`src/icache_geom_pkg.sv`:
```
// Cache geometry constants, the fetch address union and the tag entry type
`default_nettype none

package icache_geom_pkg;

  // Physical address and line geometry
  parameter int unsigned PhysAddrLen = 32;
  parameter int unsigned SetsWidth   = 4;
  parameter int unsigned BeatWidth   = 3;
  // 64-byte line, so six offset bits drop out of the tag
  parameter int unsigned TagWidth    = PhysAddrLen - SetsWidth - 6;

  typedef struct packed {
    logic [TagWidth-1:0]  tag;
    logic [SetsWidth-1:0] index;
    logic [BeatWidth-1:0] beat;
    logic                 half;
    logic [1:0]           byte_off;
  } icache_addr_fields_t;

  // Same word seen flat by memory and split by the arrays
  typedef union packed {
    logic [PhysAddrLen-1:0] raw;
    icache_addr_fields_t    fields;
  } icache_addr_u;

  typedef struct packed {
    logic [TagWidth-1:0] tag;
    logic                valid;
  } tag_entry_t;

endpackage

`default_nettype wire

```
`src/icache_array_if.sv`:
```
// Array access interface between control, refill unit, tag array and data array
`timescale 1ns/1ps
`default_nettype none

interface icache_array_if #(
  parameter int unsigned WaysWidth = 2
);

  // Lookup side, driven by control
  logic                         rd_req;
  icache_geom_pkg::icache_addr_u rd_addr;
  logic                         flush_start;
  logic                         alloc;

  // Refill writes
  logic                         wr_tag_req;
  logic                         wr_data_req;
  logic [WaysWidth-1:0]         wr_way;
  icache_geom_pkg::icache_addr_u wr_addr;
  icache_geom_pkg::tag_entry_t  wr_tag;
  logic [63:0]                  wr_data;

  // Lookup results, valid the cycle after rd_req
  logic                         hit;
  logic [WaysWidth-1:0]         sel_way;
  logic                         flush_busy;
  logic [31:0]                  rd_word;

  modport ctrl (
    output rd_req, rd_addr, flush_start, alloc,
    input  hit, sel_way, flush_busy, rd_word
  );

  modport refill (
    output wr_tag_req, wr_data_req, wr_way, wr_addr, wr_tag, wr_data,
    input  rd_addr
  );

  modport tag (
    input  rd_req, rd_addr, flush_start, alloc, wr_tag_req, wr_way, wr_addr, wr_tag,
    output hit, sel_way, flush_busy
  );

  modport data (
    input  rd_req, rd_addr, sel_way, wr_data_req, wr_way, wr_addr, wr_data,
    output rd_word
  );

endinterface

`default_nettype wire

```
`src/icache_tag_array.sv`:
```
// Tag RAMs per way, hit compare, victim choice and invalidate sweep
`timescale 1ns/1ps
`default_nettype none

module icache_tag_array #(
  parameter int unsigned WaysWidth = 2
) (
  input  wire logic   clk_i,
  input  wire logic   rst_ni,
  icache_array_if.tag arr
);

  localparam int unsigned NumWays = 2 ** WaysWidth;
  localparam int unsigned NumSets = 2 ** icache_geom_pkg::SetsWidth;

  icache_geom_pkg::tag_entry_t tag_mem [NumWays][NumSets];
  icache_geom_pkg::tag_entry_t rd_tag_q [NumWays];
  logic [icache_geom_pkg::TagWidth-1:0] cmp_tag_q;

  logic                                  flush_busy_q;
  logic [icache_geom_pkg::SetsWidth-1:0] sweep_idx_q;
  logic [WaysWidth-1:0]                  rr_q;

  logic [NumWays-1:0]   hit_vec;
  logic [WaysWidth-1:0] sel_way;

  ////////////////////////////////
  // Invalidate sweep
  ////////////////////////////////

  // One set per cycle, starting from set 0 at reset
  always_ff @(posedge clk_i or negedge rst_ni) begin
    if (!rst_ni) begin
      flush_busy_q <= 1'b1;
      sweep_idx_q  <= '0;
    end else if (arr.flush_start) begin
      flush_busy_q <= 1'b1;
      sweep_idx_q  <= '0;
    end else if (flush_busy_q) begin
      sweep_idx_q <= sweep_idx_q + 1'b1;
      if (&sweep_idx_q) begin
        flush_busy_q <= 1'b0;
      end
    end
  end

  ////////////////////////////////
  // Tag storage
  ////////////////////////////////

  always_ff @(posedge clk_i) begin
    for (int w = 0; w < NumWays; w++) begin
      if (flush_busy_q) begin
        tag_mem[w][sweep_idx_q] <= '0;
      end else if (arr.wr_tag_req && arr.wr_way == WaysWidth'(w)) begin
        tag_mem[w][arr.wr_addr.fields.index] <= arr.wr_tag;
      end
      if (arr.rd_req) begin
        rd_tag_q[w] <= tag_mem[w][arr.rd_addr.fields.index];
      end
    end
    if (arr.rd_req) begin
      cmp_tag_q <= arr.rd_addr.fields.tag;
    end
  end

  ////////////////////////////////
  // Hit and victim
  ////////////////////////////////

  // Round-robin fallback moves on with each allocation
  always_ff @(posedge clk_i or negedge rst_ni) begin
    if (!rst_ni) begin
      rr_q <= '0;
    end else if (arr.alloc) begin
      rr_q <= rr_q + 1'b1;
    end
  end

  always_comb begin
    sel_way = rr_q;
    for (int i = 0; i < NumWays; i++) begin
      hit_vec[i] = rd_tag_q[i].valid && rd_tag_q[i].tag == cmp_tag_q;
    end
    // Lowest invalid way beats the pointer, a hit beats both
    for (int i = NumWays - 1; i >= 0; i--) begin
      if (!rd_tag_q[i].valid) begin
        sel_way = WaysWidth'(i);
      end
    end
    for (int i = NumWays - 1; i >= 0; i--) begin
      if (hit_vec[i]) begin
        sel_way = WaysWidth'(i);
      end
    end
  end

  assign arr.hit        = |hit_vec;
  assign arr.sel_way    = sel_way;
  assign arr.flush_busy = flush_busy_q;

endmodule

`default_nettype wire

```
`src/flat_wrapper.sv`:
```
// flat-port wrapper written by rule: the top's interface ports become plain ports
module icache_tag_array_flat 
#(
  parameter int unsigned WaysWidth = 2
)
  (clk_i, rst_ni, arr_rd_req, arr_rd_addr, arr_flush_start, arr_alloc, arr_wr_tag_req, arr_wr_way, arr_wr_addr, arr_wr_tag, arr_hit, arr_sel_way, arr_flush_busy);
  icache_array_if #(.WaysWidth(WaysWidth)) arr_i ();
  input  wire logic clk_i;
  input  wire logic rst_ni;
  input wire logic [$bits(arr_i.rd_req)-1:0] arr_rd_req;
  input wire logic [$bits(arr_i.rd_addr)-1:0] arr_rd_addr;
  input wire logic [$bits(arr_i.flush_start)-1:0] arr_flush_start;
  input wire logic [$bits(arr_i.alloc)-1:0] arr_alloc;
  input wire logic [$bits(arr_i.wr_tag_req)-1:0] arr_wr_tag_req;
  input wire logic [$bits(arr_i.wr_way)-1:0] arr_wr_way;
  input wire logic [$bits(arr_i.wr_addr)-1:0] arr_wr_addr;
  input wire logic [$bits(arr_i.wr_tag)-1:0] arr_wr_tag;
  output wire logic [$bits(arr_i.hit)-1:0] arr_hit;
  output wire logic [$bits(arr_i.sel_way)-1:0] arr_sel_way;
  output wire logic [$bits(arr_i.flush_busy)-1:0] arr_flush_busy;
  assign arr_i.rd_req = arr_rd_req;
  assign arr_i.rd_addr = arr_rd_addr;
  assign arr_i.flush_start = arr_flush_start;
  assign arr_i.alloc = arr_alloc;
  assign arr_i.wr_tag_req = arr_wr_tag_req;
  assign arr_i.wr_way = arr_wr_way;
  assign arr_i.wr_addr = arr_wr_addr;
  assign arr_i.wr_tag = arr_wr_tag;
  assign arr_hit = arr_i.hit;
  assign arr_sel_way = arr_i.sel_way;
  assign arr_flush_busy = arr_i.flush_busy;
  icache_tag_array #(.WaysWidth(WaysWidth)) u_core (.clk_i(clk_i), .rst_ni(rst_ni), .arr(arr_i));
endmodule
```
`config.mk`:
```
export PLATFORM = sky130hd
export DESIGN_NAME = icache_tag_array_flat
export DESIGN_NICKNAME = d
export VERILOG_FILES = /design/src/icache_geom_pkg.sv /design/src/icache_array_if.sv /design/src/icache_tag_array.sv /design/src/flat_wrapper.sv
export SDC_FILE = /design/constraint.sdc
export NUM_CORES = 2
export LEC_CHECK = 0
export CAP_MARGIN = 20
export CORE_AREA = 5 5 342 479
export CTS_BUF_LIST = sky130_fd_sc_hd__clkbuf_4 sky130_fd_sc_hd__clkbuf_8
export DETAILED_ROUTE_END_ITERATION = 10
export DIE_AREA = 0 0 347 484
export DONT_BUFFER_PORTS = 1
export PLACE_DENSITY_LB_ADDON = 0.1
export SLEW_MARGIN = 10
export SYNTH_ARGS = -nofsm -noshare
export SYNTH_HDL_FRONTEND = slang
export SYNTH_SLANG_ARGS = --single-unit
export TNS_END_PERCENT = 100
```
`constraint.sdc`:
```
create_clock -name clk_i -period 3.55 [get_ports clk_i]
set_input_delay 0.5325 -clock clk_i [delete_from_list [all_inputs] [get_ports clk_i]]
set_output_delay 0.5325 -clock clk_i [all_outputs]
set_load 0.005 [all_outputs]
```
; After elaboration in Yosys (flattened, before gate mapping)
; Memory sizes are Yosys's and may differ from the RTL's.
; Cells that the tools add are included.
[totals]
input_bits = 95
mem_count = 2
ff_bits = 29
ramBits = 1564
wordCells = 3026
[classes]
muxes = 1517
add_sub_neg = 2
reduce_logical = 14
bitwise_logic = 1475
n_lt_le_gt_ge = 5
eq_ne = 7
[memory_table]
columns = memory, words, width, rd, rd_clocked_by_memory_dff, wr, line_no
row1 = u_core.tag_mem, 4, 368, 4, 0, 4, icache_tag_array.sv:16  ; icache_geom_pkg::tag_entry_t tag_mem [NumWays][NumSets];
row2 = u_core.rd_tag_q, 4, 23, 4, 0, 4, icache_tag_array.sv:17  ; icache_geom_pkg::tag_entry_t rd_tag_q [NumWays];
[op_table]
columns = cell, count
row1 = 2-to-1 mux 368 bit, 5
row2 = 2-to-1 mux 1 bit, 1486
row3 = bitwise OR 1 bit, 1472
row4 = binary-select mux 23 bit (select 4 bit), 4
row5 = 2-to-1 mux 23 bit, 10
row6 = demux 23 bit (select 4 bit), 2
row7 = equality test 22 bit, 4
row8 = 2-to-1 mux 2 bit, 8
row9 = greater-or-equal comparator 5 bit (second input constant), 3
row10 = NOT 4 -> 5 bit, 3
row11 = logical AND 1 bit, 10
row12 = < comparator 5 x 1 -> 1 bit (second input constant), 2
row13 = 2-to-1 mux 4 bit, 2
row14 = adder 4 x 1 -> 4 bit (second input constant), 1
row15 = equality test 2 bit (second input constant), 2
row16 = AND reduction 4 bit, 1
row17 = OR reduction 4 bit, 1
row18 = adder 2 x 1 -> 2 bit (second input constant), 1
row19 = equality test 2 x 1 -> 1 bit (second input constant), 1
row20 = logical NOT 2 bit, 1
row21 = nonzero test 2 bit, 1

; Longest topological paths before layout
[depth]
word_depth = 8
mapped_depth = 7

; Worst setup path before layout
; No wires, ideal clock.
[synth_timing]
path_type = input to register
startpoint = input port arr_wr_way[0]
endpoint = memory u_core.tag_mem[0][0] in the netlist's numbering, enable pin
n_path_buf = 3
path_stages = 5
arrival_ns = 3.066
path_slack_ns = 0.049
required_ns = 3.115
setup_ns = 0.435
path_cell_list = or3_1 > clkbuf_1 > clkbuf_1 > buf_1 > o21ai_0
[synth_lines]
columns = element, line_no
row1 = from (decl), flat_wrapper.sv:15  ; input wire logic [$bits(arr_i.wr_way)-1:0] arr_wr_way;
row2 = to (decl), icache_tag_array.sv:16

; Worst setup path in the final report
[layout_timing]
startpoint = register u_core.cmp_tag_q[14] in the netlist's numbering
endpoint = output port arr_sel_way[0]
[layout_between]
elab_chain_cells = 6
[layout_lines]
columns = element, line_no
row1 = from (decl), icache_tag_array.sv:18  ; logic [icache_geom_pkg::TagWidth-1:0] cmp_tag_q;
row2 = from (signal assigned), icache_tag_array.sv:63  ; cmp_tag_q <= arr.rd_addr.fields.tag;
row3 = equality test 22 bit, icache_tag_array.sv:83  ; hit_vec[i] = rd_tag_q[i].valid && rd_tag_q[i].tag == cmp_tag_q;
row4 = logical AND 1 bit, icache_tag_array.sv:83
row5 = 2-to-1 mux 2 bit (3 in a row), icache_tag_array.sv:92  ; if (hit_vec[i]) begin
row6 = 2-to-1 mux 2 bit (*), icache_tag_array.sv:92
row7 = to (decl), flat_wrapper.sv:19  ; output wire logic [$bits(arr_i.sel_way)-1:0] arr_sel_way;
; Mark *: on every way between the ends. The rest lies on a longest branch, timed or not.

==> flow_metrics.tcl <==
set metrics [dict create \
    area_growth_pct 11.77 \
    cpPeakStageDelay_ns 0.52 \
    dp_hpwl_mm 113.7 \
    grt_pass1_vias 38370 \
    antenna_left 0 \
    cp-end-kind "output port" \
    cp_cell_sequence "xnor2_1, nand4_1, or4_4, nor4_4, buf_4, o32ai_2, a21oi_2, buf_4" \
    stdcell_area_mm2 0.07943 \
    fin_worst_skew_ns 0.03351 \
    die_w_um 347 \
    rows 174 \
    drc 0 \
    async_flop_share_pct 0.4394 \
    slowest_stage "edfxtp_1" \
    viasPerCell 5.589 \
    place_congestion 0.8038 \
    cts_num_sinks 1593 \
    yosysTopAreaCell "edfxtp_1" \
    timing.final.crit_share_pct 102.4 \
    clkLatencyLatePin_ns 0.96 \
    grt_max_degree 369 \
    layout.cells.non_filler 6643 \
    firstDrtPassIters 6 \
    htreeDepth 4 \
    synthesis.nets 4364 \
    finalWirelength_mm 202.3 \
    relSlewSlack_pct 28.57 \
    cts_max_path_buffers 3 \
    grt_overflow 0 \
    ir_worst_vdd_mv 0.3803 \
    cts_tree "done" \
    start_kind "flip-flop" \
    placed_cell_area_mm2 0.07339 \
    rsz0062_at_grt "yes" \
    ioPinCount 99 \
    maxCapViolCount 0 \
    netlist_instances 4265 \
    finalSetupViolations 1 \
    timing_hold_violations_final 0 \
    synth_area_leaders "edfxtp_1 67%, mux4_2 15%, and2_1 13%, clkbuf_1 1.7%, xnor2_1 0.62%" \
    synth_top_cell_area_share_pct 67.01 \
    synth.most_common_cell "edfxtp_1" \
    synth_area_per_cell_um2 16.66 \
    drv_slew 0 \
    grt_first_pass_wirelength_mm 289.6 \
    num_vias 37128 \
    min_period_ns 3.635 \
    path_class "reg -> out" \
    antenna_found_initial 14 \
    hp-class "in -> reg" \
    fin_nets 4445 \
    clk_pin_slew_ns 0.08 \
    netlist_area_mm2 0.07107 \
    cp.required_ns 3.02 \
    initial_core_util_pct 44.60 \
    crit_path_frequent_cell "buf_4" \
    io_buffers 0 \
    synth_seq_cells 1593 \
    status "finished with violations" \
    core_area_mm2 0.1594 \
    synth_edf_count 1586 \
    p_leak_nw 24.29 \
    wl_per_cell_um 30.45 \
    setup_ws_ns -0.08459 \
    die_height_um 484 \
    synthDistinctLibCells 34 \
    violations "negative setup slack" \
    drt-initial-drc-count 3836 \
    preCtsSetupSlack_ns 0.4024 \
    cts_made_buffers 235 \
    synth_ff_type "edfxtp_1" \
    ys_warn_count 0 \
    die_area_mm2 0.1679 \
    clockRootBuffer "clkbuf_8" \
    grt_usage_pct 24.02 \
    crit_arrival_ns 3.10 \
    max_slew.worst_pin.slew_ns 1.071 \
    path_max_fanout 2 \
    clock.fmax_ghz 0.2751 \
    layout-drive-gt1-share_pct 24.35 \
    power.density_mw_per_mm2 475.7 \
    utilization_pct 49.84 \
    dp_cells 6114 \
    fillers 13185 \
    synth.top_cells.by_count "1586 x edfxtp_1, 1472 x and2_1, 460 x mux4_2" \
    synth_seq_area_share_pct 67.26 \
]
[critical path, delay by kind of cell, from the launching register on]
kind	cells	cell delay (ns)
AOI/OAI and AO/OA	2	0.31
DFF	1	0.52
and+or+nand+nor	3	0.76
xor gates and xnor gates	1	0.20
buffers and inverters	2	0.34
[per-stage QoR]
step | total power [mW] | TNS, ns | hold WS, ns
finish | 37.78 | -0.08459 | 0.08316
global route | 39.07 | -0.4772 | 0.02385
CTS | 38.17 | -0.3828 | 0.001785
detailed placement | 23.11 | 0 | 0.2386
global placement | 23.09 | 0 | 0.2385
floorplan | 22.87 | 0 | 0.2369
[kinds of logic after synthesis]
logic type / Yosys count / share of synthesized area (%)
adder cells (fa/ha/maj): 4 / 0.07042
flip-flops: 1593 / 67.26
AO/OA/AOI/OAI: 71 / 0.5246
multiplexers: 461 / 14.59
XOR/XNOR: 93 / 1.146
AND/OR/NAND/NOR: 1628 / 14.00
buffers and inverters: 415 / 2.414
[cells in the final DEF, fill, tap and decap left out, drive strengths merged, types with 2 or more instances in the layout]
cell type and instances:
clkinvlp 4, ha 4, nand3 20, or4 5
dfrtp 6, nor2 73, mux4 460, xnor2 50
buf 201, nor4 9, diode 9, edfxtp 1586
or3 2, nor2b 7, and2 1472, o21ai 65
clkbuf 335, inv 6, nor3 3, dlygate4sd3 54
nand2 16, clkinv 70, xor2 43, nand4 19
bufinv 2
[sequential cells by signal, indices dropped and copies added (netlist names)]
signal,flops
u_core.arr.flush_busy,1
u_core.rr_q,2
u_core.tag_mem,1472
u_core.rd_tag_q,92
u_core.cmp_tag_q,22
u_core.sweep_idx_q,4
[power breakdown]
part	internal, mW	leakage (nW)	switching (mW)
Combinational	0.866	9.15	1.19
Clock	7.41	2.37	7.06
Sequential	21.0	12.8	0.220
Total	29.3	24.3	8.47
[area by class of cell]
| type | count | area (um2) | area share, % |
|---|---|---|---|
| Sequential cell | 1593 | 47800 | 60.18 |
| Timing Repair Buffer | 255 | 2628 | 3.308 |
| Clock buffer | 335 | 4054 | 5.103 |
| Antenna cell | 9 | 22.52 | 0.02835 |
| Clock inverter | 78 | 395.4 | 0.4977 |
| Inverter | 4 | 15.01 | 0.01890 |
| Tap cell | 2112 | 2643 | 3.327 |
| Multi-Input combinational cell | 2257 | 21870 | 27.54 |
[worst paths after layout]
| kind | start | end | slack [ns] | cells after the start |
|---|---|---|---|---|
| max in group asynchronous | rst_ni | u_core.arr.flush_busy$_DFF_PN1_ | 2.54 | 2 |
| min reg2reg | u_core.rr_q[1]$_DFFE_PN0P_ | u_core.rr_q[1]$_DFFE_PN0P_ | 0.48 | 1 |
| min in group asynchronous | rst_ni | u_core.sweep_idx_q[1]$_DFFE_PN0P_ | 0.64 | 2 |
| min | arr_wr_tag[8] | u_core.tag_mem[0][284]$_DFFE_PP_ | 0.08 | 2 |
| max reg2reg | u_core.arr.flush_busy$_DFF_PN1_ | u_core.tag_mem[2][84]$_SDFFCE_PN0P_ | 0.17 | 8 |
| max | u_core.cmp_tag_q[14]$_DFFE_PP_ | arr_sel_way[0] | -0.08 | 8 |
[layer usage]
metal	vias up	share of wire (%)	wire length, um	GRT usage [%]
li1	15955	-	-	-
met1	19759	41	82920	32.61
met2	1156	51	102700	40.93
met3	258	6.1	12260	4.075
met4	0	2.2	4472	5.620
met5	-	0	0	0
[timing repair]
action	4_1_cts	5_1_grt
setup endpoints to repair	3	3
gates resized for setup	7	4
hold buffers	83	0
hold endpoints to repair	1704	0
pin swaps	7	3
buffers inserted	22	2
(Power assumes the default switching activity.)
