`src/icache_fetch_pkg.sv`:
```
// Fetch-side exception cause codes and refill beat constants
`default_nettype none

package icache_fetch_pkg;

  ////////////////////////////////
  // Exception causes
  ////////////////////////////////

  // Instruction access fault, also used for out-of-range addresses
  parameter logic [3:0] ExcAccessFault = 4'd1;

  ////////////////////////////////
  // Refill
  ////////////////////////////////

  // 64-bit beats in one 64-byte line
  parameter int unsigned BeatsPerLine = 8;

endpackage

`default_nettype wire

```
`src/icache_geom_pkg.sv`:
```
// Cache geometry constants, the fetch address union and the tag entry type
`default_nettype none

package icache_geom_pkg;

  // Physical address and line geometry
  parameter int unsigned PhysAddrLen = 32;
  parameter int unsigned SetsWidth   = 4;
  parameter int unsigned BeatWidth   = 3;
  // 64-byte line, so six offset bits drop out of the tag
  parameter int unsigned TagWidth    = PhysAddrLen - SetsWidth - 6;

  typedef struct packed {
    logic [TagWidth-1:0]  tag;
    logic [SetsWidth-1:0] index;
    logic [BeatWidth-1:0] beat;
    logic                 half;
    logic [1:0]           byte_off;
  } icache_addr_fields_t;

  // Same word seen flat by memory and split by the arrays
  typedef union packed {
    logic [PhysAddrLen-1:0] raw;
    icache_addr_fields_t    fields;
  } icache_addr_u;

  typedef struct packed {
    logic [TagWidth-1:0] tag;
    logic                valid;
  } tag_entry_t;

endpackage

`default_nettype wire

```
`src/icache_array_if.sv`:
```
// Array access interface between control, refill unit, tag array and data array
`timescale 1ns/1ps
`default_nettype none

interface icache_array_if #(
  parameter int unsigned WaysWidth = 2
);

  // Lookup side, driven by control
  logic                         rd_req;
  icache_geom_pkg::icache_addr_u rd_addr;
  logic                         flush_start;
  logic                         alloc;

  // Refill writes
  logic                         wr_tag_req;
  logic                         wr_data_req;
  logic [WaysWidth-1:0]         wr_way;
  icache_geom_pkg::icache_addr_u wr_addr;
  icache_geom_pkg::tag_entry_t  wr_tag;
  logic [63:0]                  wr_data;

  // Lookup results, valid the cycle after rd_req
  logic                         hit;
  logic [WaysWidth-1:0]         sel_way;
  logic                         flush_busy;
  logic [31:0]                  rd_word;

  modport ctrl (
    output rd_req, rd_addr, flush_start, alloc,
    input  hit, sel_way, flush_busy, rd_word
  );

  modport refill (
    output wr_tag_req, wr_data_req, wr_way, wr_addr, wr_tag, wr_data,
    input  rd_addr
  );

  modport tag (
    input  rd_req, rd_addr, flush_start, alloc, wr_tag_req, wr_way, wr_addr, wr_tag,
    output hit, sel_way, flush_busy
  );

  modport data (
    input  rd_req, rd_addr, sel_way, wr_data_req, wr_way, wr_addr, wr_data,
    output rd_word
  );

endinterface

`default_nettype wire

```
`src/icache_ctrl.sv`:
```
// Fetch FSM sequencing flush, lookup, refill and exception responses
`timescale 1ns/1ps
`default_nettype none

module icache_ctrl #(
  parameter int unsigned WaysWidth = 2
) (
  input  wire logic                 clk_i,
  input  wire logic                 rst_ni,
  input  wire logic                 req_valid_i,
  input  wire logic [63:0]          req_addr_i,
  input  wire logic                 req_flush_i,
  output logic                      resp_valid_o,
  output logic [31:0]               resp_instr_o,
  output logic                      resp_exception_o,
  output logic [3:0]                resp_ex_code_o,
  icache_array_if.ctrl              arr,
  output logic                      refill_start_o,
  output logic [WaysWidth-1:0]      refill_way_o,
  input  wire logic                 refill_done_i,
  input  wire logic                 refill_denied_i
);

  typedef enum logic [2:0] {
    WaitFlush,
    Idle,
    Fetch,
    Fill,
    Replay,
    Exception
  } state_e;

  state_e                        state_q, state_d;
  icache_geom_pkg::icache_addr_u addr_q, addr_d;
  logic                          oor_q, oor_d;
  logic                          pending_q, pending_d;

  logic req_oor;
  logic lookup_free;

  // Anything above the physical address width is an access fault
  assign req_oor = |req_addr_i[63:icache_geom_pkg::PhysAddrLen];

  // A new request can go straight to the arrays
  assign lookup_free = state_q == Idle ||
                       (state_q == WaitFlush && !arr.flush_busy && !pending_q);

  always_comb begin
    state_d          = state_q;
    addr_d           = addr_q;
    oor_d            = oor_q;
    pending_d        = pending_q;
    arr.rd_req       = 1'b0;
    arr.rd_addr      = addr_q;
    arr.flush_start  = 1'b0;
    arr.alloc        = 1'b0;
    refill_start_o   = 1'b0;
    resp_valid_o     = 1'b0;
    resp_exception_o = 1'b0;

    unique case (state_q)
      WaitFlush: begin
        if (!arr.flush_busy && pending_q) begin
          pending_d = 1'b0;
          if (oor_q) begin
            state_d = Exception;
          end else begin
            arr.rd_req = 1'b1;
            state_d    = Fetch;
          end
        end else if (!arr.flush_busy && !req_valid_i) begin
          state_d = Idle;
        end
      end
      Fetch: begin
        if (arr.hit) begin
          resp_valid_o = 1'b1;
          state_d      = Idle;
        end else begin
          // Refill picks up the line address from rd_addr this cycle
          arr.alloc      = 1'b1;
          refill_start_o = 1'b1;
          state_d        = Fill;
        end
      end
      Fill: begin
        if (refill_done_i) begin
          state_d = refill_denied_i ? Exception : Replay;
        end
      end
      Replay: begin
        arr.rd_req = 1'b1;
        state_d    = Fetch;
      end
      Exception: begin
        resp_valid_o     = 1'b1;
        resp_exception_o = 1'b1;
        state_d          = Idle;
      end
      default: ;
    endcase

    ////////////////////////////////
    // New request
    ////////////////////////////////

    if (req_valid_i && (state_q == Idle || state_q == WaitFlush)) begin
      addr_d.raw = req_addr_i[icache_geom_pkg::PhysAddrLen-1:0];
      oor_d      = req_oor;
      if (req_flush_i) begin
        arr.flush_start = 1'b1;
        pending_d       = 1'b1;
        state_d         = WaitFlush;
      end else if (lookup_free) begin
        if (req_oor) begin
          state_d = Exception;
        end else begin
          arr.rd_req  = 1'b1;
          arr.rd_addr = addr_d;
          state_d     = Fetch;
        end
      end else begin
        // Sweep still running, hold until it ends
        pending_d = 1'b1;
      end
    end
  end

  always_ff @(posedge clk_i or negedge rst_ni) begin
    if (!rst_ni) begin
      state_q   <= WaitFlush;
      oor_q     <= 1'b0;
      pending_q <= 1'b0;
    end else begin
      state_q   <= state_d;
      oor_q     <= oor_d;
      pending_q <= pending_d;
    end
  end

  always_ff @(posedge clk_i) begin
    addr_q <= addr_d;
  end

  assign refill_way_o   = arr.sel_way;
  assign resp_instr_o   = arr.rd_word;
  assign resp_ex_code_o = resp_exception_o ? icache_fetch_pkg::ExcAccessFault : 4'd0;

endmodule

`default_nettype wire

```
`src/flat_wrapper.sv`:
```
// flat-port wrapper written by rule: the top's interface ports become plain ports
module icache_ctrl_flat 
#(
  parameter int unsigned WaysWidth = 2
)
  (clk_i, rst_ni, req_valid_i, req_addr_i, req_flush_i, resp_valid_o, resp_instr_o, resp_exception_o, resp_ex_code_o, refill_start_o, refill_way_o, refill_done_i, refill_denied_i, arr_rd_req, arr_rd_addr, arr_flush_start, arr_alloc, arr_hit, arr_sel_way, arr_flush_busy, arr_rd_word);
  icache_array_if #(.WaysWidth(WaysWidth)) arr_i ();
  input  wire logic clk_i;
  input  wire logic rst_ni;
  input  wire logic req_valid_i;
  input  wire logic [63:0] req_addr_i;
  input  wire logic req_flush_i;
  output logic resp_valid_o;
  output logic [31:0] resp_instr_o;
  output logic resp_exception_o;
  output logic [3:0] resp_ex_code_o;
  output logic refill_start_o;
  output logic [WaysWidth-1:0] refill_way_o;
  input  wire logic refill_done_i;
  input  wire logic refill_denied_i;
  output wire logic [$bits(arr_i.rd_req)-1:0] arr_rd_req;
  output wire logic [$bits(arr_i.rd_addr)-1:0] arr_rd_addr;
  output wire logic [$bits(arr_i.flush_start)-1:0] arr_flush_start;
  output wire logic [$bits(arr_i.alloc)-1:0] arr_alloc;
  input wire logic [$bits(arr_i.hit)-1:0] arr_hit;
  input wire logic [$bits(arr_i.sel_way)-1:0] arr_sel_way;
  input wire logic [$bits(arr_i.flush_busy)-1:0] arr_flush_busy;
  input wire logic [$bits(arr_i.rd_word)-1:0] arr_rd_word;
  assign arr_rd_req = arr_i.rd_req;
  assign arr_rd_addr = arr_i.rd_addr;
  assign arr_flush_start = arr_i.flush_start;
  assign arr_alloc = arr_i.alloc;
  assign arr_i.hit = arr_hit;
  assign arr_i.sel_way = arr_sel_way;
  assign arr_i.flush_busy = arr_flush_busy;
  assign arr_i.rd_word = arr_rd_word;
  icache_ctrl #(.WaysWidth(WaysWidth)) u_core (.clk_i(clk_i), .rst_ni(rst_ni), .req_valid_i(req_valid_i), .req_addr_i(req_addr_i), .req_flush_i(req_flush_i), .resp_valid_o(resp_valid_o), .resp_instr_o(resp_instr_o), .resp_exception_o(resp_exception_o), .resp_ex_code_o(resp_ex_code_o), .arr(arr_i), .refill_start_o(refill_start_o), .refill_way_o(refill_way_o), .refill_done_i(refill_done_i), .refill_denied_i(refill_denied_i));
endmodule
```
`config.mk`:
```
export PLATFORM = sky130hd
export DESIGN_NAME = icache_ctrl_flat
export DESIGN_NICKNAME = d
export VERILOG_FILES = /design/src/icache_fetch_pkg.sv /design/src/icache_geom_pkg.sv /design/src/icache_array_if.sv /design/src/icache_ctrl.sv /design/src/flat_wrapper.sv
export SDC_FILE = /design/constraint.sdc
export NUM_CORES = 1
export LEC_CHECK = 0
export ABC_AREA = 1
export ABC_CLOCK_PERIOD_IN_PS = 2100
export BUFFER_PORTS_ARGS = -buffer_cell sky130_fd_sc_hd__buf_2
export CAP_MARGIN = 25
export CORE_ASPECT_RATIO = 1.75
export CORE_UTILIZATION = 37
export CTS_BUF_LIST = sky130_fd_sc_hd__clkbuf_4
export CTS_CLUSTER_DIAMETER = 60
export DETAILED_ROUTE_END_ITERATION = 12
export HOLD_SLACK_MARGIN = 0.02
export MAX_ROUTING_LAYER = met4
export PLACE_DENSITY = 0.85
export SLEW_MARGIN = 20
export SYNTH_ARGS = -nofsm -noshare
export SYNTH_HDL_FRONTEND = slang
export SYNTH_SLANG_ARGS = --single-unit
```
`constraint.sdc`:
```
create_clock -name clk_i -period 2.1 [get_ports clk_i]
set_input_delay 0 -clock clk_i [delete_from_list [all_inputs] [get_ports clk_i]]
set_output_delay 0 -clock clk_i [all_outputs]
set_load 0.01 [all_outputs]
```
Word-level counts from Yosys, hierarchy flattened
Index checks and enable logic that the tools add are counted.
{"block": "totals", "ff_bits": 37, "inputBits": 106, "out_inout_bits": 76, "elab_cells": 56}
{"block": "op_classes", "eq_ne": 5, "muxes": 35, "reduce_logical": 12}
{"op": "32-bit 2-to-1 mux", "n": 4}
{"op": "32-bit OR reduction", "n": 1}
{"op": "3-bit 2-to-1 mux", "n": 8}
{"op": "1-bit 2-to-1 mux", "n": 19}
{"op": "3-bit one-hot mux with 5 select lines", "n": 1}
{"op": "3-bit by 2-bit == test with 1-bit output, second input constant", "n": 2}
{"op": "3-bit == test, second input constant", "n": 2}
{"op": "1-bit logical AND", "n": 5}
{"op": "1-bit one-hot mux with 2 select lines", "n": 2}
{"op": "3-bit by 1-bit == test with 1-bit output, second input constant", "n": 1}
{"op": "1-bit logical NOT", "n": 3}
{"op": "3-bit logical NOT", "n": 1}
{"op": "1-bit logical OR", "n": 2}
{"op": "2-bit 2-to-1 mux", "n": 1}

Depth between registers and ports, before layout
Gate-level depths: netlist of the first run.
{"block": "logic_depth", "word_depth": 8, "mapped_depth": 10}

Least setup slack after synthesis of the first run
Ideal clock, no wire load.
{"block": "synth_path", "path_type": "register -> output", "startpoint": "reg u_core.state_q[1]", "endpoint": "out arr_rd_addr[10]", "arrival_ps": 2083, "required_time_ps": 2100, "slack_ps": 17, "path_stages_with_launch": 9, "path_cell_list": "dfrtp_1 inv_1 ha_1 nand2_1 inv_1 nand3_4 buf_6 nand2_1 nand2_1"}
{"block": "synth_between", "elab_chain_len": 7, "word_cells_on_any_way": 10}
{"element": "from (decl)", "line": "icache_ctrl.sv:33", "source": "state_e state_q, state_d;"}
{"element": "from (signal assigned)", "line": "icache_ctrl.sv:131", "source": "state_q <= WaitFlush;"}
{"element": "from (signal assigned)", "line": "icache_ctrl.sv:135", "source": "state_q <= state_d;"}
{"element": "3-bit logical NOT", "line": "icache_ctrl.sv:46, icache_ctrl.sv:107"}
{"element": "1-bit logical AND (2 in series)", "line": "icache_ctrl.sv:46", "source": "(state_q == WaitFlush && !arr.flush_busy && !pending_q);"}
{"element": "1-bit logical OR", "line": "icache_ctrl.sv:45", "source": "assign lookup_free = state_q == Idle ||"}
{"element": "32-bit 2-to-1 mux", "line": "icache_ctrl.sv:114", "source": "end else if (lookup_free) begin"}
{"element": "32-bit 2-to-1 mux", "line": "icache_ctrl.sv:110", "source": "if (req_flush_i) begin"}
{"element": "32-bit 2-to-1 mux *", "line": "icache_ctrl.sv:107", "source": "if (req_valid_i && (state_q == Idle || state_q == WaitFlush)) begin"}
{"element": "to (decl)", "line": "flat_wrapper.sv:22", "source": "output wire logic [$bits(arr_i.rd_addr)-1:0] arr_rd_addr;"}
Every way passes the cells marked *; elsewhere a longest branch is shown, timed or not.

Worst setup path after layout of the first run
{"block": "layout_path", "startpoint": "reg u_core.state_q[1]", "endpoint": "out arr_rd_addr[16]"}
The elaborated chain is that of the path after synthesis.

==> metrics.cfg, run 1 <==
[run_status]
status=complete, no violations

[power_and_ir_drop]
power_switching_uw=1070
seqPwrFrac_pct=38.5
power_uw=2720
p_per_area_nw_per_um2=750
swShare_pct=39.3
peakVddDrop_uv=497
leakagePower_uw=0.00171
p_clk_share_pct=13.4
comb_power_share_pct=48.1
intPower_uw=1650

[grt]
gr-usage-met2_pct=33.9
grt_max_degree=34
gr-usage-all-layers_pct=18.0
first_global_vias=2158
antenna_found_initial=0
gr-max-usage-layer=met2
grt_use_met3_pct=2.65
grt.overflow.total=0
grt_first_pass_wirelength_um=8740
grt_use_met1_pct=16.0

[die]
start_util_pct=38.9
io_pins=182
fp.dieW_um=61.9
die_h_um=107
die-area_sq_um=6620
core_sq_um=5970
row_count=37

[setup_path]
cp.required_ns=2.10
r2r_end=u_core.addr_q[4]
worstReg2RegStart=u_core.state_q[1]
reg2reg_depth=5
reg2reg_setup_slack_ns=0.25
critPathCaptureType=output port
critPathMaxFanout=8
arrival_ns=2.01
setup.worst_path.class=flip-flop to output port
start_kind=flip-flop

[drt]
drt_wl_total_um=7320
vias_per_cell=4.92
wl_per_cell_um=14.1
drc=0
ant_nets=0
dr.pass1.iters=4
first_iter_violations=138
vias=2558

[cells_and_area]
fin_nets=548
drive_gt1_share_pct=33.0
final_core_util_pct=60.6
fill_cells=477
diodes=0
area_delta_synth_final_pct=55.7

[yosys]
netlist.area_leader.share_pct=41.3
yosysSeqAreaShare_pct=46.7
avgSynthCellArea_sq_um=8.19
synth_cells=284
synthMostInstantiatedCell=nand2_1
postSynth.asyncResetShare_pct=13.5
synth_cell_types=24
ys_ff_latch=37
synthFlopType=edfxtp_1
yosys_warnings=0
yosys-top-cells-area=edfxtp_1, nand2_1, buf_4
yosys.area.top_type=edfxtp_1
synth_edf_count=32
syn-cell-area_sq_um=2320
yosys-top-cells-count=nand2_1, buf_4, nand3_1, edfxtp_1, nor2_1

[clock_network]
cts_made_buffers=5
h-tree-depth=2
clock_latency_ns=0.34
cts_buffer_depth=2
clk_pin_slew_ns=0.12
cts_tree=yes
cts_root_buf=clkbuf_4
clock-sinks=37

[timing]
fmax_ghz=0.496
fin_setup_tns_ns=0
finalCritPeriodShare_pct=95.9
slew_violations=0
skew_ns=0.0122
finalCriticalPeriod_ns=2.01
finalHoldViolCount=0
setup_viol=0

[place]
dpl.hpwl_um=3880
port_buffers=110
place_congestion=0.968

[hold_path]
hold_path_depth=4
hold_end=u_core.oor_q
worstHoldStart=req_valid_i
min_path_type=primary input to flip-flop

[job]
cap_viol_max_count=0

==> layout make-up <==
type                       instances  area, sq um  share of cell area (%)
tap                               78         97.6                    2.70
multi-input combinational        192          918                    25.4
sequential                        37         1090                    30.0
clock inverter                     3         17.5                   0.484
timing repair buffer             192         1410                    38.9
inverter                          13         52.6                    1.45
clock buffer                       5         37.5                    1.04
==> cells by family (layout without fill, tap and decap cells) <==
family	count (synthesis)	count (layout)	synth area share (%)
compound gates	12	12	3.39
fa+ha+maj	1	1	0.538
buf+inv	61	213	17.8
flops	37	37	46.7
other cells	1	3	0.161
simple gates	172	176	31.4
==> per-layer routing <==
layer / wire [um] / vias to the layer above / part of all wire [%]
li1: - / 1211 / -
met1: 2500 / 1161 / 34
met2: 3960 / 157 / 54
met3: 489 / 29 / 6.7
met4: 367 / 0 / 5.0
met5: 0 / - / 0
==> power groups by stage <==
stage	clock, uW	combinational, uW	sequential (uW)
after floorplan	0	685	1050
after global placement	0	921	1050
after detailed placement	0	939	1060
after CTS	381	1070	1040
after global routing	400	1430	1050
final	364	1310	1050
==> through the flow <==
| stage | hold slack, ns | setup slack [ns] | std cells | cell area, sq um |
|---|---|---|---|---|
| final | 0.137 | 0.0855 | 520 | 3620 |
| after global routing | 0.127 | -0.0364 | 520 | 3620 |
| after CTS | 0.0690 | -0.00536 | 508 | 3410 |
| after detailed placement | -0.171 | 0.375 | 430 | 2650 |
| after global placement | -0.174 | 0.433 | 430 | 2650 |
| after floorplan | -0.296 | 0.0167 | 286 | 2330 |
==> cell usage in the layout, fill, tap and decap left out, types with 4 or more instances in the layout <==
| cell | instances |
|---|---|
| a21oi_1 | 5 |
| buf_2 | 110 |
| buf_4 | 6 |
| clkbuf_4 | 5 |
| dfrtp_1 | 4 |
| dlygate4sd3_1 | 70 |
| edfxtp_1 | 32 |
| inv_1 | 11 |
| nand2_1 | 92 |
| nand3_1 | 38 |
| nand3_4 | 5 |
| nor2_1 | 31 |
==> how the worst max path moves through the flow <==
stage	endpoint	startpoint	cells past startpoint
4_1_cts	arr_rd_addr[13]	u_core.state_q[1]	9
6_report	arr_rd_addr[16]	u_core.state_q[1]	10
2_1_floorplan	arr_rd_addr[10]	u_core.state_q[1]	8
3_3_place_gp	arr_rd_addr[27]	u_core.state_q[0]	9
5_1_grt	arr_rd_addr[14]	u_core.state_q[0]	10
3_5_place_dp	arr_rd_addr[13]	u_core.state_q[0]	9
==> flip-flops by register name (all words and copies together), names as in the netlist <==
signal and count:
u_core.oor_q 1, u_core.state_q 3, u_core.addr_q 32, u_core.pending_q 1
==> worst max-delay path, stage by stage, from the launching register on <==
cell	delay, ns
dfrtp_1	0.45
nor2_4	0.14
nand2_2	0.08
nor2_2	0.12
nand2_2	0.09
a21oi_4	0.18
buf_6	0.16
nand3_4	0.16
nand2_1	0.12
nand2_1	0.05
buf_2	0.13
==> what timing repair did <==
action / 4_1_cts / 5_1_grt
hold endpoints to repair: 73 / 0
hold buffers: 70 / 0
gates resized for setup: 2 / 16
buffers inserted: 0 / 6
pin swaps: 0 / 3
endpoints found under the setup margin: 12 / 33
gates cloned: 0 / 6
(Power assumes the default switching activity.)
==> inputs of run 2 (changes only) <==
==> constraint.sdc (replaced) <==
create_clock -name clk_i -period 2.1 [get_ports clk_i]
set_input_delay 0.21 -clock clk_i [delete_from_list [all_inputs] [get_ports clk_i]]
set_output_delay 0.21 -clock clk_i [all_outputs]
set_load 0.01 [all_outputs]
==> run 2 against run 1 <==
  * The run now ends with negative setup slack left
  * First-iteration DRC count down 51%
  * Via count down 14%
  * Sequential power about the same
  * Critical endpoint is now arr_rd_addr[24]
  * Clock skew up 0.0039 ns
  * Flip-flop and latch count unchanged
  * Clock-buffer cell count unchanged
  * Register-to-register slack better by 0.02 ns
  * Critical path depth unchanged
  * Global-route usage up 1.1 points
  * Sequential share of layout area up 6.6 points
  * Final area down 18%
  * Utilization down 11 points
==> metrics.cfg, run 2 (same netlist as run 1, synthesis figures left out) <==
[cells_and_area]
largest_register_ffs=32  ; unchanged
diodes=0  ; unchanged
top_regs=u_core.addr_q x32, u_core.state_q x3
regArea_sq_um=1090  ; unchanged
fin_nets=477  ; -13%
drive_gt1_share_pct=44.5  ; +11 points
final_core_util_pct=49.7  ; -11 points
regMostFlops=u_core.addr_q
final_cell_mix=buf_2, nand2_1, nand3_1, edfxtp_1, nor2_1
area_delta_synth_final_pct=27.8
final_common_cell=buf_2
multiInputGateArea_sq_um=971  ; +5.7%
fill_cells=581  ; +22%

[drt]
drt_wl_total_um=5900  ; -19%
vias_per_cell=4.90  ; -0.40%
wl_per_cell_um=13.1  ; -6.7%
ant_nets=0  ; unchanged
dr.pass1.iters=6  ; +2
first_iter_violations=67  ; -51%
drc=0  ; unchanged
vias=2200  ; -14%

[grt]
grt_max_degree=36  ; +5.9%
grt.overflow.total=0  ; unchanged
antenna_found_initial=0  ; unchanged
first_global_vias=2084  ; -3.4%
gr-usage-all-layers_pct=19.1  ; +1.1 points
grt_first_pass_wirelength_um=9070  ; +3.8%

[setup_path]
crit_top_cell=nand2_2
crit_path_max_incr_delay_ns=0.43  ; -0.02 ns
reg2reg_setup_slack_ns=0.27  ; +0.02 ns
cp.required_ns=1.89  ; -0.21 ns
r2r_end=u_core.state_q[1]
start_kind=flip-flop
arrival_ns=2.01  ; about the same
critPathCaptureType=output port
critPathSlowestCell=dfrtp_1
setup.worst_path.class=flip-flop to output port
worstReg2RegStart=u_core.state_q[1]
critPathMaxFanout=8  ; unchanged
crit_chain=nor2_2 > nand2_2 > nor2_4 > nand2_2 > a21oi_4 > buf_12 > nand3_4 > nand2_2 > nand2_2 > buf_6
reg2reg_depth=10  ; +5

[die]
fp.dieW_um=61.9  ; unchanged
row_count=37  ; unchanged
die-area_sq_um=6620  ; unchanged
start_util_pct=38.9  ; unchanged
core_sq_um=5970  ; unchanged
die_h_um=107  ; unchanged
io_pins=182  ; unchanged

[power_and_ir_drop]
seqPwrFrac_pct=40.1  ; +1.6 points
swShare_pct=39.0  ; -0.28 points
p_clk_share_pct=13.7  ; +0.3 points
intPower_uw=1580  ; -3.9%
comb_power_share_pct=46.3  ; -1.8 points
p_per_area_nw_per_um2=874  ; +17%
peakVddDrop_uv=619  ; +25%
power_switching_uw=1010  ; -5.0%
leakagePower_uw=0.00141  ; -17%

[timing]
fin_setup_tns_ns=-2.82  ; -2.82 ns
finalHoldViolCount=0  ; unchanged
setup_viol=33  ; +33
finalCritPeriodShare_pct=106  ; +9.6 points
setup_ws_ns=-0.116  ; -0.202 ns
slew_violations=0  ; unchanged
rsz0062_at_grt=yes
finalCriticalPeriod_ns=2.22  ; +0.202 ns
fmax_ghz=0.451  ; -9.1%
skew_ns=0.0161  ; +0.00385 ns

[place]
port_buffers=110  ; unchanged
dpl.hpwl_um=3890  ; +0.21%
place_congestion=0.858  ; -11%

[hold_path]
worstHoldStart=req_addr_i[2]
hold_end=u_core.addr_q[2]
hold_path_depth=1  ; -3
min_path_type=primary input to flip-flop

[clock_network]
cts_made_buffers=5  ; unchanged
cts_buffer_depth=2  ; unchanged
cts_tree=yes
cts_root_buf=clkbuf_4
clk_pin_slew_ns=0.12  ; about the same
h-tree-depth=2  ; unchanged
clock-sinks=37  ; unchanged
clock_latency_ns=0.33  ; about the same

[run_status]
status=complete, but fails checks
violations=negative setup slack

[job]
cap_viol_max_count=0  ; unchanged

run 2: cell types whose count changed in the layout (fill, tap and decap cells not counted), sizes merged:
cell / previous run / this run
clkbuf: 7 / 5
dlygate4sd3: 70 / 1
run 2: how the worst max path moves through the flow:
stage          depth (start not counted)              end         startpoint
2_1_floorplan                          8  arr_rd_addr[10]  u_core.state_q[1]
3_3_place_gp                           9   arr_rd_addr[8]  u_core.state_q[1]
3_5_place_dp                           9   arr_rd_addr[8]  u_core.state_q[1]
4_1_cts                               10  arr_rd_addr[25]  u_core.state_q[1]
5_1_grt                               10  arr_rd_addr[24]  u_core.state_q[1]
6_report                              10  arr_rd_addr[24]  u_core.state_q[1]
run 2: final cells by class:
type / instances / area share [%]
Tap cell: 78 / 3.29
Clock inverter: 3 / 0.590
Clock buffer: 5 / 1.26
Inverter: 13 / 1.77
Sequential cell: 37 / 36.6
Timing Repair Buffer: 121 / 23.8
Multi-Input combinational cell: 192 / 32.7
run 2: layer usage:
metal / routed length [um] / GRT usage (%) / share of wire, %
met3: 284 / 2.77 / 4.8
met5: 0 / - / 0
met1: 2210 / 18.5 / 38
met2: 3230 / 34.4 / 55
met4: 167 / 10.3 / 2.8
run 2: worst max-delay path, delay by kind of cell (launching register included):
kind | cells | cell delay, ns
flops | 1 | 0.43
simple gates | 7 | 0.77
compound gates | 1 | 0.21
buf+inv | 2 | 0.26
run 2: metrics by stage:
step           instance area [sq um]  instances  hold slack (ns)  worst slack, ns  total power (uW)
6_report                        2970        449           0.0634           -0.116              2600
5_1_grt                         2970        449           0.0360           -0.271              2780
4_1_cts                         2880        447           0.0397           -0.148              2530
3_5_place_dp                    2660        429           0.0293            0.168              2010
3_3_place_gp                    2660        429           0.0306            0.213              1990
2_1_floorplan                   2340        286          -0.0856           0.0154              1740
run 2: power by group through the flow:
stage / clock network, uW / registers, uW / logic, uW
2_1_floorplan: 0 / 1040 / 701
3_3_place_gp: 0 / 1050 / 934
3_5_place_dp: 0 / 1060 / 955
4_1_cts: 374 / 1030 / 1120
5_1_grt: 401 / 1050 / 1330
6_report: 355 / 1040 / 1200
run 2: timing repair:
action / CTS / global route
setup buffers: 5 / 2
hold buffers: 1 / 0
gates resized for setup: 14 / 21
pin swaps: 12 / 15
hold endpoints to repair: 5 / 0
setup endpoints to repair: 33 / 34
cloned: 4 / 0
